**src/datapathPkg.sv**
```systemverilog
package datapathPkg;

	typedef logic [31:0] word;     // bus and register width
	typedef logic [3:0]  regIndex; // general register number
	typedef logic [4:0]  opcode;   // instruction operation field

	// instruction field positions
	localparam int opHi    = 31;
	localparam int opLo    = 27;
	localparam int raHi    = 26;
	localparam int raLo    = 23;
	localparam int rbHi    = 22;
	localparam int rbLo    = 19;
	localparam int rcHi    = 18;
	localparam int rcLo    = 15;
	localparam int constHi = 18; // constant occupies bits constHi..0

	localparam int memWords = 512;

	// ALU functions share the opcode encoding
	typedef enum opcode {
		opAdd = 5'd3,
		opSub = 5'd4,
		opAnd = 5'd5,
		opOr  = 5'd6,
		opShr = 5'd7,
		opShl = 5'd8,
		opRor = 5'd9,
		opRol = 5'd10,
		opNeg = 5'd16,
		opNot = 5'd17
	} aluOp;

	// one cycle of strobes from the sequencer
	typedef struct packed {
		logic pcIn, irIn, marIn, mdrIn, yIn, zIn, rIn;
		logic pcOut, mdrOut, zOut, cOut, rOut, baOut;
		logic gra, grb, grc;
		logic read, write, incPc, clear;
		aluOp aluSel;
	} controlWord;

endpackage

```
**src/alu.sv**
```systemverilog
`timescale 1ns/1ns

module alu (
	input  datapathPkg::word  y,
	input  datapathPkg::word  bus,
	input  datapathPkg::aluOp aluSel,
	input  logic              incPc,
	output datapathPkg::word  result
);

	logic [4:0]  amount;
	logic [63:0] rotRight;
	logic [63:0] rotLeft;

	assign amount = bus[4:0]; // only the low five bits set a shift

	// rotates come out of a doubled copy of Y
	assign rotRight = {y, y} >> amount;
	assign rotLeft  = {y, y} << amount;

	always_comb begin
		if (incPc) begin
			result = bus + 32'd1;
		end else begin
			case (aluSel)
				datapathPkg::opAdd: begin
					result = y + bus;
				end
				datapathPkg::opSub: begin
					result = y - bus;
				end
				datapathPkg::opAnd: begin
					result = y & bus;
				end
				datapathPkg::opOr: begin
					result = y | bus;
				end
				datapathPkg::opShr: begin
					result = y >> amount; // logical shift, zero fill
				end
				datapathPkg::opShl: begin
					result = y << amount;
				end
				datapathPkg::opRor: begin
					result = rotRight[31:0];
				end
				datapathPkg::opRol: begin
					result = rotLeft[63:32];
				end
				datapathPkg::opNeg: begin
					result = -bus;
				end
				datapathPkg::opNot: begin
					result = ~bus;
				end
				default: begin
					result = '0; // unused opcodes give zero
				end
			endcase
		end
	end

endmodule

```
**config.mk**
```make
export PLATFORM = sky130hd
export DESIGN_NAME = alu
export DESIGN_NICKNAME = d
export VERILOG_FILES = /design/src/datapathPkg.sv /design/src/alu.sv
export SDC_FILE = /design/constraint.sdc
export NUM_CORES = 1
export LEC_CHECK = 0
export BUFFER_PORTS_ARGS = -buffer_cell sky130_fd_sc_hd__buf_4
export CORE_MARGIN = 2
export CORE_UTILIZATION = 40
export DETAILED_ROUTE_END_ITERATION = 8
export PLACE_DENSITY = 0.55
export SLEW_MARGIN = 10
export SYNTH_ARGS = -nofsm -noshare
export SYNTH_HDL_FRONTEND = slang
export SYNTH_SLANG_ARGS = --single-unit
```
**constraint.sdc**
```tcl
create_clock -name vclk -period 20.1
set_input_delay 5.025 -clock vclk [all_inputs]
set_output_delay 5.025 -clock vclk [all_outputs]
set_load 0.03 [all_outputs]
```
==> results.py <==
metrics = {
    "outcome": {
        "outcome": "finished clean",
    },
    "setup_path": {
        "startpoint_type": "input port",
        "crit_path_frequent_cell": "buf_4",
        "crit_path_max_fanout": 96,
        "crit_buf_inv": 4,
        "cp_top_family": "compound AO/OA/AOI/OAI gates",
        "cp_slowest_cell": "a2111oi_0",
        "criticalPathCategory": "input port to output pin",
        "endpoint_kind": "output pin",
        "crit_chain": "buf_4, inv_2, buf_4, ha_1, o21ai_1, a21oi_1, a2111oi_2, o2111a_2, xnor2_1, a2111oi_0, o221ai_1, buf_4",
        "critPathMaxStageDelay_ns": 1.06,
        "arrival_ns": 9.41,
        "worstPathRequired_ns": 15.07,
    },
    "grt": {
        "antenna_found_initial": 3,
        "grt_overflow": 0,
        "track_usage": 0.388,
        "grt_max_degree": 97,
        "first_global_vias": 12000,
        "grt_pass1_wl_um": 81900,
    },
    "pwr": {
        "power_density_mw_per_mm2": 31.2,
        "p_leak_nw": 4.81,
        "peakVddDrop_mv": 0.0188,
        "power_mw": 0.356,
    },
    "placed_design": {
        "place_ws_ns": 5.83,
        "gp_congestion": 1.03,
        "portBuffers": 102,
        "placed_cells": 1893,
        "placed_area_mm2": 0.0114,
        "place_hpwl_um": 44000,
    },
    "sta": {
        "max-slew-margin-rel": 0.192,
        "fin_hold_ws_ns": 10.52,
        "worst_slew_pin_slew_ns": 1.18,
        "fmax_mhz": 69.3,
        "fin_ws_ns": 5.66,
        "rsz0062_at_grt": "false",
        "finalCritPeriodShare": 0.718,
        "finalSetupTns_ns": 0,
        "maxSlewViolCount": 0,
        "hold_viol": 0,
        "finalSetupViolCount": 0,
        "fin_crit_ns": 14.44,
    },
    "routing": {
        "vias_per_cell": 6.98,
        "routed_wl_um": 56500,
        "postRouteAntennaNets": 0,
        "drc": 0,
        "vias": 13200,
        "drt_pre_antenna_iters": 6,
        "drtIter0Drc": 1980,
        "wl_per_cell_um": 29.8,
    },
    "logic_synthesis": {
        "ys_seq_area_frac": 0,
        "synthTopCellsByArea": "ha_1, mux4_2, mux2i_1",
        "synth_top_family_by_area": "compound AO/OA/AOI/OAI gates",
        "synth_cell_types": 77,
        "syn-num-nets": 1732,
        "synth_xor_area_frac": 0.0665,
        "synth.avg_cell_area_um2": 6.78,
        "ys_warn_count": 0,
        "synthMuxAreaShare": 0.200,
        "synth-simple-area-share": 0.205,
        "yosysTopAreaCell": "ha_1",
        "syn_area_mm2": 0.0105,
        "synth-compound-area-share": 0.323,
        "synthAdderAreaFrac": 0.128,
        "yosys.area.top_type_share": 0.125,
        "yosysMostFrequentCell": "nand2_1",
        "synth_cells": 1555,
        "synth_commonest_cells": "nand2_1, nor2_1, a21oi_1, ha_1, o21ai_0",
    },
    "layout": {
        "clock_buffers": 0,
        "finalNonFillerCells": 1893,
        "fin_util": 0.439,
        "seq_cell_count": 0,
        "syn2layout_area_growth_pct": 8.19,
        "drive_gt1_frac": 0.136,
        "nets": 1737,
        "fin_area_mm2": 0.0114,
        "diodes": 0,
        "regArea_um2": 0,
    },
    "min_path": {
        "worst_hold_path_type": "input port to output pin",
    },
    "die": {
        "die_h_um": 166,
        "dieArea_mm2": 0.0277,
        "die_w_um": 166,
        "initial_utilization": 0.406,
        "num_rows": 59,
        "coreArea_mm2": 0.0260,
        "ios": 102,
    },
    "cts": {
        "post_cts_buffers": 0,
        "cts_resized": 0,
        "holdBufCountCts": 0,
    },
    "job": {
        "cap_violations": 0,
    },
}
[metal layers]
| layer | track usage | wire, um |
|---|---|---|
| met3 | 0.0689 | 6590 |
| met1 | 0.571 | 24400 |
| met5 | 0 | 13 |
| met4 | 0.130 | 2280 |
| met2 | 0.567 | 23200 |
[area by class of cell]
class / instances / area (um2)
inverter: 84 / 315
tap: 335 / 419
fill: 2879 / 14600
multi-input combinational: 1351 / 9740
timing repair buffer: 123 / 923
[cell families (layout without fill, tap and decap cells)]
family | Yosys count | after routing
adder cells (fa/ha/maj) | 107 | 107
buffers and inverters | 204 | 207
AND/OR/NAND/NOR | 476 | 476
XOR/XNOR | 80 | 80
multiplexers | 157 | 157
AO/OA/AOI/OAI | 531 | 531
[power by group]
part	internal, mW	switching (mW)
combinational	0.122	0.234
clock	0	0
sequential	0	0
[cells in the final DEF (no fill, tap or decap), drive strengths merged, types with 5 or more instances in the layout]
master / count
o21ai: 120
nor4: 12
o22ai: 44
nand2b: 11
o221ai: 23
nor2b: 5
a22o: 5
nor3: 31
mux4: 40
nor2: 152
o211ai: 11
ha: 105
a22oi: 9
a21oi: 132
xnor2: 58
nand4: 22
xor2: 22
a211oi: 20
and3: 8
a31oi: 49
a21o: 25
o31ai: 7
nand2: 164
or3: 7
a221o: 7
a2111oi: 7
a221oi: 21
buf: 123
o21a: 9
inv: 82
o21bai: 8
mux2: 29
mux2i: 88
and2: 9
nand3: 38
[final timing paths]
path                endpoint  startpoint  cells after the start
hold / removal    result[18]     bus[18]                      5
setup / recovery  result[19]      bus[3]                     12
Power figures use the tool's default switching activity.
