## src/datapathPkg.sv

```systemverilog
package datapathPkg;

	typedef logic [31:0] word;     // bus and register width
	typedef logic [3:0]  regIndex; // general register number
	typedef logic [4:0]  opcode;   // instruction operation field

	// instruction field positions
	localparam int opHi    = 31;
	localparam int opLo    = 27;
	localparam int raHi    = 26;
	localparam int raLo    = 23;
	localparam int rbHi    = 22;
	localparam int rbLo    = 19;
	localparam int rcHi    = 18;
	localparam int rcLo    = 15;
	localparam int constHi = 18; // constant occupies bits constHi..0

	localparam int memWords = 512;

	// ALU functions share the opcode encoding
	typedef enum opcode {
		opAdd = 5'd3,
		opSub = 5'd4,
		opAnd = 5'd5,
		opOr  = 5'd6,
		opShr = 5'd7,
		opShl = 5'd8,
		opRor = 5'd9,
		opRol = 5'd10,
		opNeg = 5'd16,
		opNot = 5'd17
	} aluOp;

	// one cycle of strobes from the sequencer
	typedef struct packed {
		logic pcIn, irIn, marIn, mdrIn, yIn, zIn, rIn;
		logic pcOut, mdrOut, zOut, cOut, rOut, baOut;
		logic gra, grb, grc;
		logic read, write, incPc, clear;
		aluOp aluSel;
	} controlWord;

endpackage

```

## src/busMux.sv

```systemverilog
`timescale 1ns/1ns

module busMux (
	input  datapathPkg::controlWord ctrl,
	input  logic                    regOutEnable,
	input  datapathPkg::word        pc,
	input  datapathPkg::word        mdr,
	input  datapathPkg::word        z,
	input  datapathPkg::word        regData,
	input  datapathPkg::word        constant,
	output datapathPkg::word        bus
);

	// the order only matters when more than one source is driven
	always_comb begin
		if (ctrl.pcOut) begin
			bus = pc;
		end else if (ctrl.mdrOut) begin
			bus = mdr;
		end else if (ctrl.zOut) begin
			bus = z;
		end else if (regOutEnable) begin
			bus = regData;
		end else if (ctrl.cOut) begin
			bus = constant;
		end else begin
			bus = '0; // idle bus reads as zero
		end
	end

endmodule

```

## config.mk

```make
export PLATFORM = sky130hd
export DESIGN_NAME = busMux
export DESIGN_NICKNAME = d
export VERILOG_FILES = /design/src/datapathPkg.sv /design/src/busMux.sv
export SDC_FILE = /design/constraint.sdc
export NUM_CORES = 1
export LEC_CHECK = 0
export BUFFER_PORTS_ARGS = -buffer_cell sky130_fd_sc_hd__buf_2
export CORE_AREA = 2 2 85 87
export DETAILED_ROUTE_END_ITERATION = 8
export DIE_AREA = 0 0 87 89
export PLACE_DENSITY = 0.66
export SYNTH_ARGS = -nofsm -noshare
export SYNTH_HDL_FRONTEND = slang
export SYNTH_SLANG_ARGS = --single-unit
```

## constraint.sdc

```tcl
create_clock -name vclk -period 1.3
set_clock_uncertainty 0.1 [all_clocks]
set_input_delay 0.13 -clock vclk [all_inputs]
set_output_delay 0.13 -clock vclk [all_outputs]
set_load 0.01 [all_outputs]
```

==> results.toml, run 1 <==
[timing]
layout_min_cycle_time_ns = 1.39
fmax_ghz = 0.721
drv_slew = 0
final.setup.tns_ns = -1.85
slew_headroom_pct = 75.4
hold_viol_final = 0
worst_pin_slew_ns = 0.369
final-setup-viol-count = 32
min_period_over_period_pct = 107
setup_ws_ns = -0.0866
rsz0062_at_grt = "true"

[hold_path]
hp-class = "in2out"
worstHoldStart = "z[30]"
holdPathStages = 4
holdPathEnd = "bus[30]"

[setup_path]
worstPathMaxFanout = 8
cp_slowest_cell = "nor3b_4"
required_ns = 1.07
cp.arrival_ns = 1.16
cp-end-kind = "output pin"
start_kind = "primary input"
critPathBufInv = 4
path_cells = "buf_8, nor3b_4, buf_6, buf_12, a21oi_1, a31oi_1, buf_2"
cp_top_family = "buffers and inverters"
critical_path_class = "in2out"
max_stage_delay_ns = 0.23

[detailed_routing]
drtIter0Drc = 94
wl_per_cell_um = 14.9
detail-route-antenna-nets = 0
wl_mm = 6.82
drcViolationCount = 0
vias = 2248
first_pass_iters = 6
via_per_inst = 4.91

[finish]
fillers = 727
fin_nets = 566
antenna_cells = 0
seq_area_um2 = 0
finalInstanceArea_um2 = 2330
mostFrequentLayoutCells = "buf_2 (196), nand3b_1 (32), nand2_1 (32), a31oi_1 (32), o22ai_1 (31)"
area_growth_pct = 115
drive_gt1_share_pct = 60.1
layout_commonest_cell = "buf_2"
nClkBuffers = 0
design.seq.count = 0

[die]
initial_core_util_pct = 16.1
die_y_um = 89
rows = 30
core-area_um2 = 6720
num_io_pins = 218
fp.dieW_um = 87
dieArea_um2 = 7740

[logic_synthesis]
syn_area_per_cell_um2 = 5.74
yosysUniqueCellTypes = 14
syn_inst = 189
synth-seq-area-share_pct = 0
syn_area_um2 = 1080
synthesis.nets = 375
ys_warn_count = 0

[clock_tree]
hold_buffers = 0

[power_and_ir_drop]
p_int_uw = 421
netSwitchingFraction_pct = 47.0
ir_drop_uv = 109
p_comb_share_pct = 100.0
pwr-share-seq_pct = 0
p_sw_uw = 374
p_clk_share_pct = 0
leakage_nw = 1.18
power_density_nw_per_um2 = 341

[place]
hpwl_mm = 4.64
routabilityCongestion = 0.821
placed_area_um2 = 2160
io_buffers = 197

[global_routing]
grt_pass1_wl_mm = 8.39
track_usage_pct = 12.8
grt_pass1_vias = 1844
gr-total-overflow = 0
antenna_found_initial = 0
grt_start_max_net_pins = 33

[run]
max_cap_viol_count = 0

[status]
status = "finished with violations"
violations = "negative setup slack"
## cell families after synthesis
kind of cell | after synthesis | share of synthesized area [%]
AND/OR/NAND/NOR | 68 | 36.9
buffers and inverters | 25 | 11.5
AO/OA/AOI/OAI | 96 | 51.6
## how the worst max path moves through the flow
| stage | endpoint | cells after the start | slack, ns | startpoint |
|---|---|---|---|---|
| floorplan | bus[10] | 5 | 0.04 | regOutEnable |
| global placement | bus[1] | 6 | -0.06 | ctrl[16] |
| detailed placement | bus[0] | 6 | -0.08 | ctrl[15] |
| CTS | bus[0] | 6 | -0.09 | ctrl[15] |
| global route | bus[29] | 7 | -0.14 | regOutEnable |
| finish | bus[0] | 7 | -0.09 | regOutEnable |
## layout make-up
type,instances,area [um^2],area share [%]
timing repair buffer,213,1220,52.4
tap,80,100,4.30
inverter,1,3.75,0.161
multi-input combinational,164,1000,43.1
## metal layers
layer  GRT usage, %  routed length [um]  vias to the layer above
li1               -                   -                     1120
met1           15.7                2770                     1000
met2           25.7                3500                      128
met3          0.739                 545                        0
met4          0.568                   0                        0
met5              0                   0                        -
## worst min-delay path: cells and delay by family
family | cells | cell delay, ns
compound gates | 1 | 0.07
buf+inv | 2 | 0.22
simple gates | 1 | 0.05
## power by group through the flow
| stage | Sequential, mW | Combinational, mW | Clock (mW) |
|---|---|---|---|
| finish | 0 | 0.795 | 0 |
| detailed placement | 0 | 0.733 | 0 |
| global placement | 0 | 0.724 | 0 |
| CTS | 0 | 0.736 | 0 |
| global route | 0 | 0.867 | 0 |
| floorplan | 0 | 0.335 | 0 |
## synth_stat cells (all sizes together)
master,instances,share of area [%]
nor3b,1,1.7
or3b,1,0.81
a21oi,32,15
inv,1,0.35
nand3b,32,22
o21ai,1,0.46
o22ai,31,18
nand2b,1,0.58
nand2,32,11
or2,1,0.58
buf,10,6.3
clkbuf,14,4.8
a31oi,32,18
## repair_timing
action | in CTS | in global routing
resized for setup | 0 | 22
endpoints found under the setup margin | 32 | 32
gates cloned | 0 | 4
pin swaps | 0 | 41
buffers inserted | 0 | 2
## metrics by stage
step / hold slack [ns] / util (%) / setup WS (ns) / cells / power (mW)
2_1_floorplan: 0.313 / - / 0.0393 / 189 / 0.335
3_3_place_gp: 0.497 / 32.2 / -0.0605 / 452 / 0.724
3_5_place_dp: 0.507 / 32.2 / -0.0805 / 452 / 0.733
4_1_cts: 0.507 / 32.2 / -0.0933 / 452 / 0.736
5_1_grt: 0.522 / 34.7 / -0.137 / 458 / 0.867
6_report: 0.505 / 34.7 / -0.0866 / 458 / 0.795
Note: power is estimated with default switching activity, not from simulation.
==> inputs of run 2 (changes only) <==
--- a/config.mk
+++ b/config.mk
@@ -5,11 +5,12 @@
 export SDC_FILE = /design/constraint.sdc
 export NUM_CORES = 1
 export LEC_CHECK = 0
+export ABC_AREA = 1
 export BUFFER_PORTS_ARGS = -buffer_cell sky130_fd_sc_hd__buf_2
-export CORE_AREA = 2 2 85 87
+export CORE_AREA = 2 2 84 86
 export DETAILED_ROUTE_END_ITERATION = 8
-export DIE_AREA = 0 0 87 89
-export PLACE_DENSITY = 0.66
+export DIE_AREA = 0 0 86 88
+export PLACE_DENSITY = 0.78
 export SYNTH_ARGS = -nofsm -noshare
 export SYNTH_HDL_FRONTEND = slang
 export SYNTH_SLANG_ARGS = --single-unit
==> run 2 against run 1 <==
  * The run now ends clean
  * Cell area rose by 23%
  * Final cell count is 40% higher
  * Routed wire length grew 5.9%
  * Combinational power is 18% higher
  * Global-route usage increased by 3.9 points
  * First-iteration DRC count grew 1.1%
  * Fmax is 17% higher
  * Critical endpoint is now bus[10]
==> results.toml, run 2 <==
[logic_synthesis]
netlist_top_cells_count = "nand2_1 (224), a21oi_1 (64), inv_1 (33), nand3_2 (20), buf_2 (17)"
ys_warn_count = 0
yosysUniqueCellTypes = 10
synthTopCellsByArea = "nand2_1 (48%), a21oi_1 (18%), nand3_2 (12%)"
synth_top_family_by_area = "simple AND/OR/NAND/NOR gates"
synth-seq-area-share_pct = 0
synth_adder_area_share_pct = 0
post-synth-top-area-cell = "nand2_1"
syn_inst = 385
yosysTopAreaCellShare_pct = 48.4
synthSimpleGateAreaFrac_pct = 63.4
synth-xor-area-share_pct = 0
syn_area_um2 = 1740
muxShareOfSynthArea_pct = 0
syn_area_per_cell_um2 = 4.51
synthesis.nets = 571
synth.most_common_cell = "nand2_1"
synth_compound_area_share_pct = 18.4

[finish]
mostFrequentLayoutCells = "nand2_1 (224), buf_2 (196), a21oi_1 (64), inv_1 (33), nand3_2 (20)"
fin_nets = 750
fin_cells = 642
area_growth_pct = 64.3
nClkBuffers = 0
design.seq.count = 0
antenna_cells = 0
layout_commonest_cell = "nand2_1"
finalInstanceArea_um2 = 2850
seq_area_um2 = 0
fin_util_pct = 43.0
drive_gt1_share_pct = 40.7

[die]
initial_core_util_pct = 26.1
rows = 30
dieArea_um2 = 7570
fp.dieW_um = 86
die_y_um = 88
num_io_pins = 218
core-area_um2 = 6640

[detailed_routing]
first_pass_iters = 4
wl_per_cell_um = 11.3
via_per_inst = 4.53
drcViolationCount = 0
drtIter0Drc = 95
detail-route-antenna-nets = 0
vias = 2909
wl_mm = 7.22

[place]
routabilityCongestion = 0.854
dp_cells = 641
placed_area_um2 = 2830
io_buffers = 197
hpwl_mm = 5.64
pre_cts_slack_ns = -0.0245

[power_and_ir_drop]
pwr-share-seq_pct = 0
p_comb_share_pct = 100.0
leakage_nw = 1.87
p_int_uw = 448
power.total_uw = 937
p_clk_share_pct = 0
power_density_nw_per_um2 = 328
p_sw_uw = 489
netSwitchingFraction_pct = 52.2
ir_drop_uv = 177

[timing]
worst_pin_slew_ns = 0.196
final.setup.tns_ns = 0
hold_ws_ns = 0.439
layout_min_cycle_time_ns = 1.18
rsz0062_at_grt = "false"
drv_slew = 0
setup_ws_ns = 0.116
min_period_over_period_pct = 91.1
final-setup-viol-count = 0
fmax_ghz = 0.844
hold_viol_final = 0
slew_headroom_pct = 86.9

[clock_tree]
hold_buffers = 0

[status]
status = "complete, no violations"

[hold_path]
holdPathStages = 4
holdPathEnd = "bus[25]"
worstHoldStart = "pc[25]"
hp-class = "in2out"

[global_routing]
antenna_found_initial = 0
grt_pass1_vias = 2642
grt_start_max_net_pins = 35
gr-total-overflow = 0
track_usage_pct = 16.7
grt_pass1_wl_mm = 10.7

[setup_path]
required_ns = 1.07
start_kind = "primary input"
cp.arrival_ns = 0.95
cp-end-kind = "output pin"
worstPathMaxFanout = 17
critical_path_class = "in2out"

[run]
max_cap_viol_count = 0
-- run 2: cell types whose count changed in the layout (fill, tap and decap cells not counted), moves of 2 or more --
cell | previous run | this run
o22ai_1 | 31 | 0
nand3_2 | 0 | 20
buf_12 | 4 | 9
nand3_1 | 0 | 12
buf_6 | 5 | 2
buf_4 | 5 | 0
a21oi_1 | 22 | 64
a31oi_1 | 32 | 0
nand2_1 | 32 | 224
nand3b_1 | 32 | 0
inv_1 | 1 | 33
a21oi_2 | 10 | 0
clkbuf_16 | 2 | 0
-- run 2: cell families after synthesis --
| family | count (synthesis) |
|---|---|
| AO/OA/AOI/OAI | 64 |
| buffers and inverters | 65 |
| AND/OR/NAND/NOR | 256 |
-- run 2: worst max-delay path: stages --
cell	delay, ns
buf_6	0.14
buf_6	0.19
nand2_1	0.07
nand2_1	0.07
nand2_1	0.04
nand2_1	0.05
nand2_1	0.05
nand2_1	0.08
buf_2	0.13
-- run 2: per-layer routing --
metal	global-route usage, %	part of all wire, %	routed length (um)	up-vias
li1	-	-	-	1548
met1	17.5	39	2830	1225
met2	36.3	53	3810	134
met3	1.51	7.9	568	2
met4	1.59	0.29	21	0
met5	0	0	0	-
-- run 2: worst max-delay path by stage --
stage,from,endpoint,slack (ns)
finish,regOutEnable,bus[10],0.12
global route,ctrl[14],bus[28],0.02
CTS,regOutEnable,bus[10],0.009
detailed placement,regOutEnable,bus[10],-0.02
global placement,regOutEnable,bus[2],0.006
floorplan,regOutEnable,bus[23],0.30
-- run 2: power by group through the flow --
| stage | Sequential [mW] | Clock, mW | Combinational (mW) |
|---|---|---|---|
| 3_3_place_gp | 0 | 0 | 0.908 |
| 3_5_place_dp | 0 | 0 | 0.928 |
| 5_1_grt | 0 | 0 | 1.05 |
| 6_report | 0 | 0 | 0.937 |
| 4_1_cts | 0 | 0 | 0.933 |
| 2_1_floorplan | 0 | 0 | 0.487 |
-- run 2: cell type report --
class | count | area [um^2]
Fill cell | 720 | 3790
Multi-Input combinational cell | 320 | 1420
Timing Repair Buffer | 207 | 1180
Inverter | 34 | 140
Timing Repair inverter | 1 | 8.76
Tap cell | 80 | 100
-- run 2: repair_timing --
item / 4_1_cts / 5_1_grt
endpoints found under the setup margin: 5 / 25
pin swaps: 0 / 0
gates resized for setup: 1 / 5
hold endpoints to repair: 0 / 0
gates cloned: 0 / 1
setup buffers: 0 / 0
