--- src/datapathPkg.sv ---
package datapathPkg;

	typedef logic [31:0] word;     // bus and register width
	typedef logic [3:0]  regIndex; // general register number
	typedef logic [4:0]  opcode;   // instruction operation field

	// instruction field positions
	localparam int opHi    = 31;
	localparam int opLo    = 27;
	localparam int raHi    = 26;
	localparam int raLo    = 23;
	localparam int rbHi    = 22;
	localparam int rbLo    = 19;
	localparam int rcHi    = 18;
	localparam int rcLo    = 15;
	localparam int constHi = 18; // constant occupies bits constHi..0

	localparam int memWords = 512;

	// ALU functions share the opcode encoding
	typedef enum opcode {
		opAdd = 5'd3,
		opSub = 5'd4,
		opAnd = 5'd5,
		opOr  = 5'd6,
		opShr = 5'd7,
		opShl = 5'd8,
		opRor = 5'd9,
		opRol = 5'd10,
		opNeg = 5'd16,
		opNot = 5'd17
	} aluOp;

	// one cycle of strobes from the sequencer
	typedef struct packed {
		logic pcIn, irIn, marIn, mdrIn, yIn, zIn, rIn;
		logic pcOut, mdrOut, zOut, cOut, rOut, baOut;
		logic gra, grb, grc;
		logic read, write, incPc, clear;
		aluOp aluSel;
	} controlWord;

endpackage

--- src/selectEncode.sv ---
`timescale 1ns/1ns

module selectEncode (
	input  datapathPkg::word     ir,
	input  logic                 gra,
	input  logic                 grb,
	input  logic                 grc,
	input  logic                 rIn,
	input  logic                 rOut,
	input  logic                 baOut,
	output logic [15:0]          regLoad,
	output datapathPkg::regIndex regSel,
	output logic                 regOutEnable,
	output logic                 baseOut,
	output datapathPkg::word     constant
);

	logic anySel;

	assign anySel = gra | grb | grc;

	// ra wins over rb, rb over rc
	always_comb begin
		if (gra) begin
			regSel = ir[datapathPkg::raHi:datapathPkg::raLo];
		end else if (grb) begin
			regSel = ir[datapathPkg::rbHi:datapathPkg::rbLo];
		end else if (grc) begin
			regSel = ir[datapathPkg::rcHi:datapathPkg::rcLo];
		end else begin
			regSel = '0;
		end

		regLoad = '0;
		if (rIn && anySel) regLoad[regSel] = 1'b1; // one-hot write enable
	end

	assign regOutEnable = rOut | baOut;
	assign baseOut      = baOut;
	assign constant     = {{(31 - datapathPkg::constHi){ir[datapathPkg::constHi]}},
		ir[datapathPkg::constHi:0]};

endmodule

--- config.mk ---
export PLATFORM = sky130hd
export DESIGN_NAME = selectEncode
export DESIGN_NICKNAME = d
export VERILOG_FILES = /design/src/datapathPkg.sv /design/src/selectEncode.sv
export SDC_FILE = /design/constraint.sdc
export NUM_CORES = 1
export LEC_CHECK = 0
export BUFFER_PORTS_ARGS = -buffer_cell sky130_fd_sc_hd__buf_2
export CELL_PAD_IN_SITES_DETAIL_PLACEMENT = 2
export CELL_PAD_IN_SITES_GLOBAL_PLACEMENT = 2
export CORE_MARGIN = 2
export CORE_UTILIZATION = 13
export DETAILED_ROUTE_END_ITERATION = 16
export MAX_ROUTING_LAYER = met4
export PLACE_DENSITY = 0.92
export SYNTH_ARGS = -nofsm -noshare
export SYNTH_HDL_FRONTEND = slang
export SYNTH_SLANG_ARGS = --single-unit
--- constraint.sdc ---
create_clock -name vclk -period 4
set_input_delay 1.2 -clock vclk [all_inputs]
set_output_delay 1.2 -clock vclk [all_outputs]
set_load 0.05 [all_outputs]
==> results.sh, run 1 <==
export IMPL_run_status="complete, no violations"
export IMPL_global_route_usage_met2_pct=13.1
export IMPL_critical_path_max_stage_delay_ns=0.32
export IMPL_io_pin_count=92
export IMPL_synth_largest_type_area_fraction_pct=43.2
export IMPL_drt_first_iter_violations=7
export IMPL_syn2layout_area_growth_pct=28.4
export IMPL_syn_inst=80
export IMPL_layout_drive_gt1_share_pct=73.6
export IMPL_setup_violations_final=0
export IMPL_clock_fmax_mhz=264
export IMPL_syn_num_nets=118
export IMPL_grt_pass1_wl_um=2920
export IMPL_floorplan_die_height_um=70.4
export IMPL_fp_coreArea_um2=4290
export IMPL_num_vias=586
export IMPL_final_common_cell="buf_2"
export IMPL_max_cap_violations=0
export IMPL_startpoint_type="input pin"
export IMPL_seqCellArea_um2=0
export IMPL_placement_cell_area_um2=736
export IMPL_grt_overflow_total=0
export IMPL_route_detailed_vias_per_inst=3.71
export IMPL_grt_max_degree=16
export IMPL_place_hpwl_um=1670
export IMPL_syn_area_um2=573
export IMPL_drt_wirelength_per_cell_um=11.8
export IMPL_synth_yosys_warnings=0
export IMPL_worst_path_max_delay_cell="a31o_2"
export IMPL_cp_arrival_ns=2.59
export IMPL_fin_crit_ns=3.79
export IMPL_first_global_vias=612
export IMPL_net_count_final=146
export IMPL_yosysUniqueCellTypes=21
export IMPL_rsz0062_at_grt="false"
export IMPL_power_static_leakage_nw=0.379
export IMPL_timing_worst_setup_path_type="input pin to output port"
export IMPL_holdCritPathClass="input pin to output port"
export IMPL_dieWidth_um=70.4
export IMPL_timing_final_max_slew_violations=0
export IMPL_start_util_pct=13.3
export IMPL_tightest_slew_ns=0.350
export IMPL_path_cells="buf_2 -> nand3b_1 -> a31o_2 -> inv_2 -> nand2_2 -> nor3b_4 -> buf_2"
export IMPL_post_synth_main_area_contributors="buf_4, nor3_2, nand3b_1, nor2_1, nor3b_2"
export IMPL_peakVddDrop_mv=0.0414
export IMPL_postRouteWirelength_um=1870
export IMPL_drt_pass1_iter_count=3
export IMPL_worst_slew_margin_rel_pct=76.7
export IMPL_synth_seq_area_share_pct=0
export IMPL_post_syn_area_per_cell_um2=7.16
export IMPL_p_per_area_nw_per_um2=189
export IMPL_detail_route_drc_violations=0
export IMPL_place_port_buffers=57
export IMPL_path_buf_inv=3
export IMPL_fin_crit_sh_pct=94.8
export IMPL_final_cell_area_um2=736
export IMPL_weighted_congestion_reported_at_the_end_of_routability_driven_placement=0.625
export IMPL_finalHoldViolCount=0
export IMPL_leading_cell_types_in_the_layout_fill_and_taps_excluded="buf_2, nand2_1, nor2_1, nand3b_1, nor3_4"
export IMPL_total_power_uw=139
export IMPL_grt_use_met3_pct=0.577
export IMPL_nFillCells=522
export IMPL_track_usage_pct=7.15
export IMPL_grt_busiest_layer="met2"
export IMPL_gr_usage_met1_pct=8.72
export IMPL_synthDominantAreaCellType="buf_4"
export IMPL_antenna_violations_before_repair=0
export IMPL_cts_hold_buf=0
export IMPL_postCtsSetupBuffers=0
export IMPL_floorplan_die_area_um2=4960
export IMPL_worst_path_dominant_cell_family="buffers and inverters"
export IMPL_antenna_cells_inserted=0
export IMPL_critPathCaptureType="output port"
export IMPL_critical_path_most_common_cell="buf_2"
export IMPL_clock_buffer_count=0
export IMPL_seq_cells=0
export IMPL_cp_max_fo=9
export IMPL_cts_resized=0
export IMPL_cp_data_required_time_ns=2.80
export IMPL_placement_rows=24
export IMPL_fin_tns_setup_ns=0
export IMPL_count_of_antenna_violating_nets_left_after_detailed_routing=0
[per-stage QoR]
step / util, % / setup slack, ns / hold slack, ns / instances
CTS: 17.1 / 0.188 / 2.40 / 158
detailed placement: 17.1 / 0.188 / 2.40 / 158
finish: 17.1 / 0.208 / 2.40 / 158
floorplan: - / -0.125 / 2.57 / 80
global placement: 17.1 / 0.216 / 2.40 / 158
global route: 17.1 / 0.0964 / 2.40 / 158
[path summary, 6_finish.rpt]
kind                  depth (start not counted)           to  start  slack, ns
worst max-delay path                          7  regLoad[13]    grb       0.21
worst min-delay path                          0  constant[0]  ir[0]       2.40
[cells by family after synthesis]
kind of cell	synth area share [%]
AO/OA/AOI/OAI	11.8
buffers and inverters	46.5
AND/OR/NAND/NOR	41.7
[routing by layer]
layer  vias to the layer above  wire (µm)  part of all wire [%]
li1                        283          -                     -
met1                       259        770                    41
met2                        40        925                    49
met3                         4        163                   8.7
met4                         0          9                  0.48
met5                         -          0                     0
[cell usage after synthesis, drive strengths merged]
cell     n
a21oi    2
a211oi   1
or2      3
buf     34
nor3     6
a31oi    2
o31ai    1
nor2b    4
nand2b   2
nor3b    2
nor2     8
nand3b   4
a31o     1
inv      2
nand2    8
[power by group]
group / internal (mW) / switching (mW)
registers: 0 / 0
logic: 0.0350 / 0.104
clock network: 0 / 0
total: 0.0350 / 0.104
[area by class of cell]
type / count / area (µm²) / area share (%)
repair buffers: 60 / 320 / 43.5
inverters: 2 / 7.51 / 1.02
multi-input cells: 44 / 343 / 46.6
well taps: 52 / 65.1 / 8.84
Note: power is estimated with default switching activity, not from simulation.
==> run 2, diff against run 1 <==
- BUFFER_PORTS_ARGS: -buffer_cell sky130_fd_sc_hd__buf_2 -> -buffer_cell sky130_fd_sc_hd__buf_4
==> results.sh, run 2 (same netlist as run 1, synthesis figures left out) <==
export IMPL_rsz0062_at_grt="false"
export IMPL_p_per_area_nw_per_um2=177
export IMPL_critPathCaptureType="output port"
export IMPL_fin_crit_sh_pct=94.4
export IMPL_path_cells="buf_4 -> nand3b_1 -> a21oi_1 -> or2_1 -> nor3b_2 -> buf_4"
export IMPL_timing_worst_setup_path_type="input pin to output port"
export IMPL_final_cell_area_um2=858
export IMPL_holdCritPathClass="input pin to output port"
export IMPL_seq_cells=0
export IMPL_grt_max_degree=16
export IMPL_grt_pass1_wl_um=3020
export IMPL_finalHoldViolCount=0
export IMPL_timing_final_max_slew_violations=0
export IMPL_postCtsSetupBuffers=0
export IMPL_sw_frac_of_total_pct=68.8
export IMPL_worst_path_dominant_cell_family="simple AND/OR/NAND/NOR gates"
export IMPL_startpoint_type="input pin"
export IMPL_drt_wirelength_per_cell_um=12.1
export IMPL_clock_fmax_mhz=265
export IMPL_combPwrFrac_pct=100.0
export IMPL_peakVddDrop_mv=0.0537
export IMPL_max_cap_violations=0
export IMPL_critical_path_max_stage_delay_ns=0.57
export IMPL_first_global_vias=596
export IMPL_fin_crit_ns=3.77
export IMPL_seqCellArea_um2=0
export IMPL_pwr_share_clk_pct=0
export IMPL_layout_drive_gt1_share_pct=73.3
export IMPL_hold_slack_ns=2.40
export IMPL_setup_violations_final=0
export IMPL_antenna_violations_before_repair=0
export IMPL_cp_arrival_ns=2.57
export IMPL_floorplan_die_height_um=70.4
export IMPL_floorplan_die_area_um2=4960
export IMPL_net_count_final=145
export IMPL_final_common_cell="buf_4"
export IMPL_antenna_cells_inserted=0
export IMPL_dieWidth_um=70.4
export IMPL_seqPwrFrac_pct=0
export IMPL_weighted_congestion_reported_at_the_end_of_routability_driven_placement=0.624
export IMPL_io_pin_count=92
export IMPL_path_buf_inv=2
export IMPL_cellInternalPower_uw=47.3
export IMPL_detail_route_drc_violations=0
export IMPL_syn2layout_area_growth_pct=49.8
export IMPL_count_of_antenna_violating_nets_left_after_detailed_routing=0
export IMPL_place_port_buffers=57
export IMPL_drt_first_iter_violations=7
export IMPL_power_static_leakage_nw=0.404
export IMPL_placement_cell_area_um2=858
export IMPL_cts_resized=0
export IMPL_drt_pass1_iter_count=3
export IMPL_run_status="complete, no violations"
export IMPL_fin_util_pct=20.0
export IMPL_cp_data_required_time_ns=2.80
export IMPL_switching_power_uw=104
export IMPL_track_usage_pct=7.58
export IMPL_clock_buffer_count=0
export IMPL_tightest_slew_ns=0.678
export IMPL_start_util_pct=13.3
export IMPL_fp_coreArea_um2=4290
export IMPL_place_hpwl_um=1670
export IMPL_grt_overflow_total=0
export IMPL_leading_cell_types_in_the_layout_fill_and_taps_excluded="buf_4, nand2_1, nor2_1, nand3b_1, nor3_4"
export IMPL_worst_slew_margin_rel_pct=54.8
export IMPL_cts_hold_buf=0
export IMPL_worst_path_max_delay_cell="or2_1"
export IMPL_cp_max_fo=9
export IMPL_placement_rows=24
export IMPL_route_detailed_vias_per_inst=3.73
export IMPL_critical_path_most_common_cell="buf_4"
export IMPL_postRouteWirelength_um=1900
export IMPL_fin_tns_setup_ns=0
export IMPL_num_vias=586
## run 2: cell types whose count changed in the layout (fill, tap and decap cells not counted), sizes merged
| cell | before | now |
|---|---|---|
| buf | 60 | 59 |
## run 2: power by group through the flow
stage / logic, mW / clock network [mW] / registers (mW)
global route: 0.160 / 0 / 0
CTS: 0.154 / 0 / 0
global placement: 0.152 / 0 / 0
finish: 0.152 / 0 / 0
detailed placement: 0.154 / 0 / 0
floorplan: 0.154 / 0 / 0
## run 2: final timing paths
| kind | start | depth (start not counted) | end | slack [ns] |
|---|---|---|---|---|
| setup / recovery | grb | 6 | regLoad[5] | 0.23 |
| hold / removal | ir[0] | 0 | constant[0] | 2.40 |
## run 2: metal layers
metal	global-route usage [%]	share of wire [%]	wire (µm)	vias to the layer above
met5	-	0	0	-
met4	0.855	0.47	9	0
met2	13.3	50	950	40
li1	-	-	-	282
met1	9.67	40	751	260
met3	0.722	9.7	184	4
## run 2: cell type report
cell class,instances,area (µm²)
Inverter,2,7.51
Tap cell,52,65.1
Multi-Input combinational cell,44,343
Fill cell,508,3440
Timing Repair Buffer,59,443
## run 2: through the flow
| stage | instances | setup slack (ns) | total power, mW |
|---|---|---|---|
| final | 157 | 0.226 | 0.152 |
| after CTS | 157 | 0.183 | 0.154 |
| after global placement | 157 | 0.209 | 0.152 |
| after floorplan | 80 | -0.125 | 0.154 |
| after detailed placement | 157 | 0.190 | 0.154 |
| after global routing | 157 | 0.101 | 0.160 |
==> run 3, diff against run 2 <==
- SETUP_SLACK_MARGIN: unset -> 0.3
==> results.sh, run 3 (same netlist as run 1, synthesis figures left out) <==
export IMPL_run_status="complete, no violations"
export IMPL_p_per_area_nw_per_um2=170
export IMPL_critical_path_most_common_cell="buf_4"
export IMPL_cp_data_required_time_ns=2.80
export IMPL_placement_rows=24
export IMPL_floorplan_die_height_um=70.4
export IMPL_grt_pass1_wl_um=2970
export IMPL_floorplan_die_area_um2=4960
export IMPL_drt_pass1_iter_count=2
export IMPL_grt_use_met3_pct=0.289
export IMPL_cellInternalPower_uw=61.9
export IMPL_leading_cell_types_in_the_layout_fill_and_taps_excluded="buf_4, buf_6, nand2_1, nor2_4, nor3_4"
export IMPL_seq_cells=0
export IMPL_timing_worst_setup_path_type="input pin to output port"
export IMPL_tightest_slew_ns=0.349
export IMPL_fin_tns_setup_ns=0
export IMPL_global_route_usage_met2_pct=13.1
export IMPL_place_hpwl_um=1720
export IMPL_pwr_share_clk_pct=0
export IMPL_cp_max_fo=9
export IMPL_path_cells="buf_4 -> nand3b_1 -> a21oi_4 -> or2_1 -> buf_6 -> nor3_4 -> buf_4"
export IMPL_hold_slack_ns=2.40
export IMPL_grt_max_degree=16
export IMPL_first_global_vias=596
export IMPL_worst_slew_margin_rel_pct=76.5
export IMPL_finalHoldViolCount=0
export IMPL_layout_drive_gt1_share_pct=84.7
export IMPL_fin_crit_sh_pct=90.8
export IMPL_grt_overflow_total=0
export IMPL_cp_arrival_ns=2.43
export IMPL_gr_usage_met1_pct=9.43
export IMPL_clock_fmax_mhz=275
export IMPL_antenna_violations_before_repair=0
export IMPL_setup_violations_final=0
export IMPL_dp_cells=158
export IMPL_drt_first_iter_violations=16
export IMPL_place_port_buffers=57
export IMPL_track_usage_pct=7.31
export IMPL_rsz0062_at_grt="false"
export IMPL_power_static_leakage_nw=0.480
export IMPL_combPwrFrac_pct=100.0
export IMPL_clock_buffer_count=0
export IMPL_count_of_antenna_violating_nets_left_after_detailed_routing=0
export IMPL_weighted_congestion_reported_at_the_end_of_routability_driven_placement=0.732
export IMPL_syn2layout_area_growth_pct=85.2
export IMPL_startpoint_type="input pin"
export IMPL_start_util_pct=13.3
export IMPL_worst_path_max_delay_cell="or2_1"
export IMPL_critPathCaptureType="output port"
export IMPL_total_power_uw=180
export IMPL_num_vias=622
export IMPL_seqPwrFrac_pct=0
export IMPL_detail_route_drc_violations=0
export IMPL_critical_path_max_stage_delay_ns=0.25
export IMPL_dieWidth_um=70.4
export IMPL_sw_frac_of_total_pct=65.6
export IMPL_final_cell_area_um2=1060
export IMPL_net_count_final=151
export IMPL_peakVddDrop_mv=0.0517
export IMPL_max_cap_violations=0
export IMPL_switching_power_uw=118
export IMPL_seqCellArea_um2=0
export IMPL_grt_busiest_layer="met2"
export IMPL_route_detailed_vias_per_inst=3.82
export IMPL_placement_cell_area_um2=973
export IMPL_holdCritPathClass="input pin to output port"
export IMPL_fin_crit_ns=3.63
export IMPL_fp_coreArea_um2=4290
export IMPL_drt_wirelength_per_cell_um=11.9
export IMPL_nFillCells=505
export IMPL_timing_final_max_slew_violations=0
export IMPL_final_cell_count_no_fill=163
export IMPL_antenna_cells_inserted=0
export IMPL_io_pin_count=92
export IMPL_postRouteWirelength_um=1950
export IMPL_final_common_cell="buf_4"
==> run 3: changes by cell type in the layout (fill, tap and decap cells not counted), sizes merged <==
cell and change:
buf +6
==> run 3: area by class of cell <==
type	count	area, µm²	area share (%)
timing repair buffer	65	514	48.5
inverter	2	10.0	0.943
tap	52	65.1	6.13
multi-input combinational	44	472	44.5
==> run 3: power by group through the flow <==
stage	sequential [mW]	combinational, mW	clock, mW
floorplan	0	0.170	0
global placement	0	0.167	0
detailed placement	0	0.170	0
CTS	0	0.172	0
global route	0	0.189	0
finish	0	0.180	0
==> run 3: metrics by stage <==
step	util, %	setup WS (ns)
after detailed placement	22.7	0.277
after global placement	22.7	0.298
final	24.7	0.367
after floorplan	-	0.173
after CTS	22.8	0.298
after global routing	24.7	0.260
==> run 3: path summary, 6_finish.rpt <==
| check | endpoint | slack, ns | cells after the start | from |
|---|---|---|---|---|
| max | regLoad[4] | 0.37 | 7 | grb |
| min | constant[0] | 2.40 | 0 | ir[0] |
==> run 3: what timing repair did <==
action                                  4_1_cts  5_1_grt
endpoints found under the setup margin        5       11
setup buffers                                 0        5
gates resized for setup                       2        9
hold endpoints to repair                      0        0
hold buffers                                  0        0
pin swaps                                     0        2
==> run 3: routing by layer <==
| layer | vias up | share of wire [%] |
|---|---|---|
| li1 | 296 | - |
| met1 | 284 | 37 |
| met2 | 42 | 53 |
| met3 | 0 | 10 |
| met4 | 0 | 0 |
| met5 | - | 0 |
==> run 3: worst max-delay path: cells and delay by family <==
family	cells	cell delay [ns]
buffers and inverters	3	0.52
AOI/OAI and AO/OA	1	0.08
and+or+nand+nor	3	0.63
