## src/datapathPkg.sv

```systemverilog
package datapathPkg;

	typedef logic [31:0] word;     // bus and register width
	typedef logic [3:0]  regIndex; // general register number
	typedef logic [4:0]  opcode;   // instruction operation field

	// instruction field positions
	localparam int opHi    = 31;
	localparam int opLo    = 27;
	localparam int raHi    = 26;
	localparam int raLo    = 23;
	localparam int rbHi    = 22;
	localparam int rbLo    = 19;
	localparam int rcHi    = 18;
	localparam int rcLo    = 15;
	localparam int constHi = 18; // constant occupies bits constHi..0

	localparam int memWords = 512;

	// ALU functions share the opcode encoding
	typedef enum opcode {
		opAdd = 5'd3,
		opSub = 5'd4,
		opAnd = 5'd5,
		opOr  = 5'd6,
		opShr = 5'd7,
		opShl = 5'd8,
		opRor = 5'd9,
		opRol = 5'd10,
		opNeg = 5'd16,
		opNot = 5'd17
	} aluOp;

	// one cycle of strobes from the sequencer
	typedef struct packed {
		logic pcIn, irIn, marIn, mdrIn, yIn, zIn, rIn;
		logic pcOut, mdrOut, zOut, cOut, rOut, baOut;
		logic gra, grb, grc;
		logic read, write, incPc, clear;
		aluOp aluSel;
	} controlWord;

endpackage

```

## src/registerFile.sv

```systemverilog
`timescale 1ns/1ns

module registerFile (
	input  logic                Clock,
	input  logic                reset,
	input  logic                clear,
	input  datapathPkg::word    bus,
	input  logic [15:0]         regLoad,
	input  datapathPkg::regIndex regSel,
	input  logic                baseOut,
	output datapathPkg::word    readData
);

	datapathPkg::word regs [16];

	// every enabled register takes the bus in the same cycle
	always_ff @(posedge Clock) begin
		if (reset || clear) begin
			for (int i = 0; i < 16; i++) begin
				regs[i] <= '0;
			end
		end else begin
			for (int i = 0; i < 16; i++) begin
				if (regLoad[i]) begin
					regs[i] <= bus;
				end
			end
		end
	end

	// R0 acts as a zero base when used for base addressing
	always_comb begin
		if (baseOut && (regSel == 4'd0)) begin
			readData = '0;
		end else begin
			readData = regs[regSel];
		end
	end

endmodule

```

## config.mk

```make
export PLATFORM = sky130hd
export DESIGN_NAME = registerFile
export DESIGN_NICKNAME = d
export VERILOG_FILES = /design/src/datapathPkg.sv /design/src/registerFile.sv
export SDC_FILE = /design/constraint.sdc
export NUM_CORES = 1
export LEC_CHECK = 0
export ABC_CLOCK_PERIOD_IN_PS = 2800
export BUFFER_PORTS_ARGS = -buffer_cell sky130_fd_sc_hd__buf_2
export CORE_MARGIN = 4
export CORE_UTILIZATION = 40
export CTS_CLUSTER_SIZE = 25
export DETAILED_ROUTE_END_ITERATION = 12
export PLACE_DENSITY = 0.54
export SKIP_LAST_GASP = 1
export SLEW_MARGIN = 30
export SYNTH_ARGS = -nofsm -noshare
export SYNTH_HDL_FRONTEND = slang
export SYNTH_SLANG_ARGS = --single-unit
export TNS_END_PERCENT = 20
```

## constraint.sdc

```tcl
create_clock -name Clock -period 2.8 [get_ports Clock]
set_input_delay 0.56 -clock Clock [delete_from_list [all_inputs] [get_ports Clock]]
set_output_delay 0.56 -clock Clock [all_outputs]
set_load 0.01 [all_outputs]
```

==> results of run 1 <==
==> metal layers <==
metal / vias up / global-route usage / share of wire
li1: 5224 / - / -
met4: 0 / 0.0522 / 0.023
met5: - / 0 / 0
met3: 97 / 0.0366 / 0.063
met1: 6528 / 0.292 / 0.43
met2: 442 / 0.328 / 0.48
==> how the worst max path moves through the flow <==
stage / start / endpoint / depth (start not counted)
after floorplan: regSel[2] / readData[30] / 4
after global placement: regSel[0] / readData[26] / 6
after detailed placement: regSel[0] / readData[18] / 6
after CTS: regSel[0] / readData[18] / 6
after global routing: regSel[0] / readData[4] / 6
final: regSel[1] / readData[31] / 6
==> cell families after synthesis <==
kind of cell	after synthesis
AO/OA/AOI/OAI	66
buffers and inverters	150
flip-flops	512
multiplexers	128
AND/OR/NAND/NOR	409
==> area by class of cell <==
type                       count  area (um2)
fill                        4543       29000
sequential                   512       15400
multi-input combinational    603        5930
clock buffer                  67        1380
timing repair buffer         147        1200
tap                          696         871
clock inverter                27         243
antenna                        2        5.00
inverter                       1        3.75
==> power groups by stage <==
stage / logic [mW] / registers (mW) / clock network (mW)
after detailed placement: 1.43 / 9.22 / 0
final: 1.43 / 9.06 / 6.78
after floorplan: 0.846 / 9.17 / 0
after CTS: 1.43 / 9.06 / 6.92
after global routing: 1.52 / 9.10 / 7.21
after global placement: 1.42 / 9.21 / 0
==> layout by cell type, fill, tap and decap left out, types with 2 or more instances in the layout <==
master / instances
clkinv_2: 4
nor2b_4: 2
clkbuf_16: 53
clkinv_1: 17
mux4_2: 127
buf_12: 24
nor2_4: 2
a32oi_1: 31
clkbuf_1: 14
edfxtp_1: 512
or3b_2: 2
or3_2: 16
and2_1: 32
diode_2: 2
and3_1: 320
bufinv_16: 5
buf_2: 85
nand2_1: 33
buf_4: 36
a22oi_1: 31
==> through the flow <==
| step | hold slack [ns] | setup WS, ns | utilization |
|---|---|---|---|
| after global placement | 0.993 | 0.0573 | 0.433 |
| final | 0.400 | 0.104 | 0.463 |
| after detailed placement | 0.997 | 0.0727 | 0.433 |
| after CTS | 0.361 | 0.0705 | 0.463 |
| after floorplan | 0.783 | 0.502 | - |
| after global routing | 0.388 | 0.0297 | 0.463 |
==> impl_metrics.json, run 1 <==
{
  "area_delta_synth_final_pct": 14.2,
  "cts_resized": 0,
  "synth_commonest_cells": "edfxtp_1 (512), and3_1 (320), mux4_2 (127), clkbuf_1 (120), nand2_1 (33)",
  "final_cells": 2055,
  "grt_usage": 0.204,
  "regMostFlops": "regs",
  "grt_max_degree": 159,
  "slew_viol_final": 0,
  "antenna_found_initial": 2,
  "start_kind": "input port",
  "die_y_um": 242,
  "cts-buffers-inserted": 52,
  "synth_cells": 1265,
  "yosys_warnings": 0,
  "synth_area_leader_cell": "edfxtp_1",
  "hold_depth": 2,
  "hold_viol_final": 0,
  "drt_iter0_drc": 1306,
  "clock-root-buffer": "clkbuf_16",
  "p_total_mw": 17.3,
  "fp-row-count": 85,
  "worstPathMaxFanout": 72,
  "portBuffers": 87,
  "dieArea_um2": 58500,
  "slew_headroom": 0.520,
  "synth.distinct_cells": 26,
  "layout.nets": 1373,
  "synth_nets": 1321,
  "cts_tree": "yes",
  "min_to": "regs[4][23]",
  "globalRouteOverflowTotal": 0,
  "first_pass_iters": 5,
  "power_density_nw_per_um2": 690,
  "fmax_mhz": 371,
  "drive_gt1_frac": 0.265,
  "postPlaceCellArea_um2": 23400,
  "path_delay_family": "buffers and inverters",
  "power_switching_mw": 3.85,
  "drv_cap": 0,
  "fin_crit_ns": 2.70,
  "synth_xor_area_frac": 0,
  "rsz0062_at_grt": "false",
  "core_um2": 54000,
  "grt_pass1_wl_um": 88300,
  "ctsHoldBuffers": 0,
  "die_w_um": 242,
  "syn_area_um2": 21900,
  "path_cells": "buf_6, buf_12, mux4_2, a22oi_1, nand2_1, buf_2",
  "worstSetupEndpointType": "output port",
  "post_drt_wl_per_cell_um": 29.5,
  "status": "complete, no violations",
  "synthAdderAreaFrac": 0,
  "finalSetupViolCount": 0,
  "largest_reg_flops": 512,
  "pwr-share-seq": 0.525,
  "critical_path.max_stage_delay_ns": 0.39,
  "cts_setup_buffers": 0,
  "fin_crit_sh": 0.963,
  "place_inst": 1959,
  "crit_slowest_cell": "mux4_2",
  "reg_top3": "regs (512)",
  "synth_top_family_by_area": "multiplexers",
  "crit_buf_inv": 3,
  "fin_area_um2": 25000,
  "synthTopCellsByArea": "edfxtp_1 (70%), mux4_2 (13%), and3_1 (9.1%)",
  "remaining_drc_errors": 0,
  "grt_pass1_vias": 12512,
  "synth-compound-area-share": 0.0243,
  "syn_avg_cell_area_um2": 17.3,
  "finalWirelength_um": 60700,
  "yosysTopAreaCellShare": 0.702,
  "share_comb_of_total_power": 0.083,
  "synth_edf_count": 512,
  "io_pins": 88,
  "worstPathArrival_ns": 2.14,
  "clock_path_buffers": 3,
  "h-tree-depth": 2,
  "switching_share": 0.223,
  "gp_congestion": 0.739,
  "synthArstFlopShare": 0,
  "yosysMostFrequentCell": "edfxtp_1",
  "yosys.area_share.simple": 0.113,
  "clock_sinks": 512,
  "seq_area_frac_synth": 0.702,
  "ir_drop_uv": 369,
  "viasPerCell": 5.98,
  "clockPowerShare": 0.393,
  "power.internal_mw": 13.4,
  "synth_seq_cells": 512,
  "worst_pin_slew_ns": 0.720,
  "antenna_left": 0,
  "hpwl_um": 31900,
  "min_from": "bus[23]",
  "start_util": 0.405,
  "leakagePower_nw": 10.5,
  "synth_flop_cell": "edfxtp_1",
  "worstSetupPathType": "in2out",
  "crit_required_ns": 2.24,
  "muxShareOfSynthArea": 0.131,
  "path_clk_slew_ns": 0.06,
  "tns_ns": 0,
  "hp-class": "in2reg",
  "vias": 12291
}
Note: power is estimated with default switching activity, not from simulation.
==> run 2, diff against run 1 <==
- BUFFER_PORTS_ARGS: -buffer_cell sky130_fd_sc_hd__buf_2 -> not set
- DONT_BUFFER_PORTS: not set -> 1
- PLACE_DENSITY: 0.54 -> 0.52
- SLEW_MARGIN: 30 -> 20
==> impl_metrics.json, run 2 (synthesized netlist as in run 1, its figures left out) <==
{
  "fp-row-count": 85,
  "final_cells": 1938,
  "drv_cap": 0,
  "crit_end": "readData[30]",
  "h-tree-depth": 2,
  "finalSetupViolCount": 0,
  "finalWirelength_um": 59200,
  "die_y_um": 242,
  "min_from": "bus[26]",
  "post_drt_wl_per_cell_um": 30.6,
  "start_kind": "flip-flop",
  "ir_drop_uv": 434,
  "crit_slowest_cell": "or3b_2",
  "worstSetupPathType": "reg2out",
  "final_common_cell": "edfxtp_1",
  "clock_sinks": 512,
  "cts_setup_buffers": 0,
  "grt_pass1_vias": 12214,
  "core_um2": 54000,
  "path_cells": "or3b_2, a221o_1, a31oi_1",
  "clock_path_buffers": 3,
  "vias": 11694,
  "worstPathArrival_ns": 1.97,
  "path_clk_slew_ns": 0.06,
  "crit_required_ns": 2.24,
  "power_density_nw_per_um2": 690,
  "antenna_left": 0,
  "io_pins": 88,
  "layout.nets": 1254,
  "hold_viol_final": 0,
  "die_w_um": 242,
  "final_cell_mix": "edfxtp_1 (512), and3_1 (320), mux4_2 (127), clkbuf_16 (57), nand2_1 (33)",
  "grt_usage": 0.201,
  "start_util": 0.405,
  "crit_path_start": "regs[0][30]",
  "rsz0062_at_grt": "false",
  "viasPerCell": 6.03,
  "slew_viol_final": 0,
  "leakagePower_nw": 9.95,
  "dieArea_um2": 58500,
  "regMostFlops": "regs",
  "grt_max_degree": 131,
  "critical_path.max_stage_delay_ns": 0.43,
  "cts_tree": "yes",
  "clock-root-buffer": "clkbuf_16",
  "largest_reg_flops": 512,
  "area_delta_synth_final_pct": 10.4,
  "remaining_drc_errors": 0,
  "gp_congestion": 0.703,
  "drt_iter0_drc": 1292,
  "fmax_mhz": 395,
  "grt_pass1_wl_um": 87400,
  "status": "complete, no violations",
  "finish.utilization": 0.447,
  "slew_headroom": 0.266,
  "fin_crit_ns": 2.53,
  "portBuffers": 0,
  "ctsHoldBuffers": 0,
  "globalRouteOverflowTotal": 0,
  "worstPathMaxFanout": 1,
  "fin_crit_sh": 0.904,
  "first_pass_iters": 4,
  "tns_ns": 0,
  "worstSetupEndpointType": "output port",
  "hpwl_um": 29800,
  "worst_pin_slew_ns": 1.10,
  "hp-class": "in2reg",
  "drive_gt1_frac": 0.193,
  "cts-buffers-inserted": 55,
  "antenna_found_initial": 5,
  "reg_top3": "regs (512)",
  "cts_resized": 0,
  "place_inst": 1837
}
## run 2: cell type report
| cell class | count | area, um2 |
|---|---|---|
| fillers | 4637 | 29900 |
| flip-flops and latches | 512 | 15400 |
| multi-input cells | 603 | 5930 |
| clock buffers | 72 | 1480 |
| well taps | 696 | 871 |
| repair buffers | 25 | 363 |
| clock inverters | 26 | 131 |
| diodes | 3 | 7.51 |
| inverters | 1 | 3.75 |
## run 2: through the flow
stage / setup WS (ns) / instance area (um2) / power [mW] / hold WS, ns
2_1_floorplan: 0.502 / 21900 / 10.0 / 0.783
6_report: 0.269 / 24200 / 16.7 / 0.183
3_3_place_gp: 0.425 / 22500 / 10.2 / 0.784
4_1_cts: 0.222 / 24200 / 16.8 / 0.141
3_5_place_dp: 0.423 / 22500 / 10.2 / 0.787
5_1_grt: 0.200 / 24200 / 17.3 / 0.151
## run 2: layer usage
metal,part of all wire,track usage,wire length [um],vias up
met2,0.47,0.311,27600,363
met3,0.065,0.0427,3840,77
li1,-,-,-,5001
met1,0.45,0.297,26600,6253
met5,0,0,0,-
met4,0.020,0.0459,1180,0
## run 2: worst min-delay path by stage
stage,slack [ns],cells past startpoint,end
final,0.18,1,regs[3][26]
after global routing,0.15,1,regs[7][28]
after CTS,0.14,1,regs[3][26]
after detailed placement,0.79,1,regs[3][26]
after global placement,0.78,1,regs[0][20]
after floorplan,0.78,1,regs[9][0]
## run 2: report_power, final
part,switching [mW],internal (mW)
Combinational,0.519,0.454
Clock,2.87,3.77
Sequential,0.117,8.95
## run 2: worst max-delay path, delay by kind of cell (launching register included)
family	cells	cell delay, ns
and+or+nand+nor	1	0.43
AOI/OAI and AO/OA	2	0.64
DFF	1	0.31
==> run 3, diff against run 2 <==
- ABC_AREA: not set -> 1
==> impl_metrics.json, run 3 <==
{
  "worstSetupEndpointType": "output port",
  "grt_pass1_vias": 15915,
  "worstPathMaxFanout": 257,
  "clock-root-buffer": "clkbuf_16",
  "grt_usage": 0.217,
  "clockPowerShare": 0.386,
  "crit_required_ns": 2.24,
  "place_inst": 3265,
  "synth_seq_cells": 512,
  "path_clk_slew_ns": 0.06,
  "synth.distinct_cells": 19,
  "hpwl_um": 36600,
  "pwr-share-seq": 0.527,
  "cts_tree": "yes",
  "leakagePower_nw": 11.8,
  "dieArea_um2": 64200,
  "finalWirelength_um": 70100,
  "synth_flop_cell": "edfxtp_1",
  "worstPathArrival_ns": 2.23,
  "gp_congestion": 0.771,
  "hold_viol_final": 0,
  "ir_drop_uv": 428,
  "io_pins": 88,
  "portBuffers": 0,
  "worst_pin_slew_ns": 1.07,
  "core_um2": 59200,
  "die_y_um": 253,
  "reg_top3": "regs (512)",
  "power.internal_mw": 13.1,
  "yosysMostFrequentCell": "nand2_1",
  "start_util": 0.406,
  "rsz0062_at_grt": "false",
  "tns_ns": 0,
  "power_density_nw_per_um2": 655,
  "finalSetupViolCount": 0,
  "remaining_drc_errors": 0,
  "synth_nets": 2664,
  "largest_reg_flops": 512,
  "final_cells": 3366,
  "synthArstFlopShare": 0,
  "clock_path_buffers": 3,
  "die_w_um": 253,
  "drive_gt1_frac": 0.0649,
  "grt_pass1_wl_um": 103000,
  "cts_setup_buffers": 0,
  "fmax_mhz": 359,
  "clock_sinks": 512,
  "globalRouteOverflowTotal": 0,
  "yosysTopAreaCellShare": 0.639,
  "power_switching_mw": 4.15,
  "fp-row-count": 89,
  "vias": 16699,
  "layout.nets": 2605,
  "hp-class": "in2reg",
  "post_drt_wl_per_cell_um": 20.8,
  "first_pass_iters": 7,
  "share_comb_of_total_power": 0.087,
  "area_delta_synth_final_pct": 9.20,
  "cts-buffers-inserted": 55,
  "slew_headroom": 0.287,
  "fin_crit_ns": 2.79,
  "start_kind": "input port",
  "yosys_warnings": 0,
  "h-tree-depth": 2,
  "final_common_cell": "nand2_1",
  "worstSetupPathType": "in2out",
  "drv_cap": 0,
  "grt_max_degree": 258,
  "synth_commonest_cells": "nand2_1 (874), edfxtp_1 (512), inv_1 (386), nor2_1 (354), nand3_1 (256)",
  "syn_avg_cell_area_um2": 9.23,
  "final_cell_mix": "nand2_1 (874), edfxtp_1 (512), inv_1 (385), nor2_1 (353), nand3_1 (256)",
  "regMostFlops": "regs",
  "synth_cells": 2608,
  "antenna_left": 0,
  "status": "complete, no violations",
  "slew_viol_final": 0,
  "ctsHoldBuffers": 0,
  "synth_area_leader_cell": "edfxtp_1",
  "viasPerCell": 4.96,
  "seq_area_frac_synth": 0.639,
  "switching_share": 0.241,
  "antenna_found_initial": 8,
  "drt_iter0_drc": 1492,
  "cts_resized": 0,
  "syn_area_um2": 24100,
  "synth_edf_count": 512,
  "fin_crit_sh": 0.995,
  "synthTopCellsByArea": "edfxtp_1 (64%), nand2_1 (14%), inv_1 (6.0%)"
}
[run 3: path summary, 6_finish.rpt]
kind	from	end	slack (ns)	depth (start not counted)
min	bus[10]	regs[7][10]	0.35	2
max	regSel[0]	readData[30]	0.01	9
[run 3: layer usage]
metal	share of wire	up-vias	track usage
li1	-	8019	-
met1	0.42	7989	0.291
met2	0.48	567	0.360
met3	0.070	122	0.0421
met4	0.028	2	0.0656
met5	0.00019	-	0
[run 3: metrics by stage]
| step | setup WS [ns] | area (um2) | utilization | total power, mW | hold WS (ns) |
|---|---|---|---|---|---|
| 2_1_floorplan | 0.745 | 24100 | - | 10.3 | 0.778 |
| 3_3_place_gp | 0.180 | 24700 | 0.417 | 10.7 | 0.958 |
| 3_5_place_dp | 0.190 | 24700 | 0.417 | 10.7 | 0.965 |
| 4_1_cts | 0.161 | 26300 | 0.443 | 17.3 | 0.319 |
| 5_1_grt | 0.0614 | 26300 | 0.444 | 17.8 | 0.357 |
| 6_report | 0.0146 | 26300 | 0.444 | 17.2 | 0.349 |
[run 3: critical path, stage by stage]
cell and delay, ns:
inv_8 0.38, buf_12 0.28, nand2_1 0.09, nand2_1 0.07, nand2_1 0.05, nand3_1 0.09
nand3_1 0.12, a21oi_1 0.23, buf_4 0.16
[run 3: power groups by stage]
stage	clock network (mW)	registers, mW	logic [mW]
finish	6.64	9.07	1.50
detailed placement	0	9.23	1.51
CTS	6.74	9.07	1.51
floorplan	0	9.19	1.12
global route	7.04	9.11	1.69
global placement	0	9.21	1.49
[run 3: kinds of logic (layout without fill, tap and decap cells)]
family / after synthesis / count (layout) / synth area share
AND/OR/NAND/NOR: 1503 / 1503 / 0.250
buffers and inverters: 561 / 541 / 0.100
other: 0 / 5 / 0
AO/OA/AOI/OAI: 32 / 32 / 0.0107
flip-flops: 512 / 512 / 0.639
[run 3: area by class of cell]
cell class | instances | area (um2)
diodes | 5 | 12.5
clock buffers | 75 | 1490
clock inverters | 21 | 95.1
fillers | 5670 | 33000
inverters | 388 | 1470
multi-input cells | 1535 | 6290
flip-flops and latches | 512 | 15400
well taps | 773 | 967
repair buffers | 57 | 578
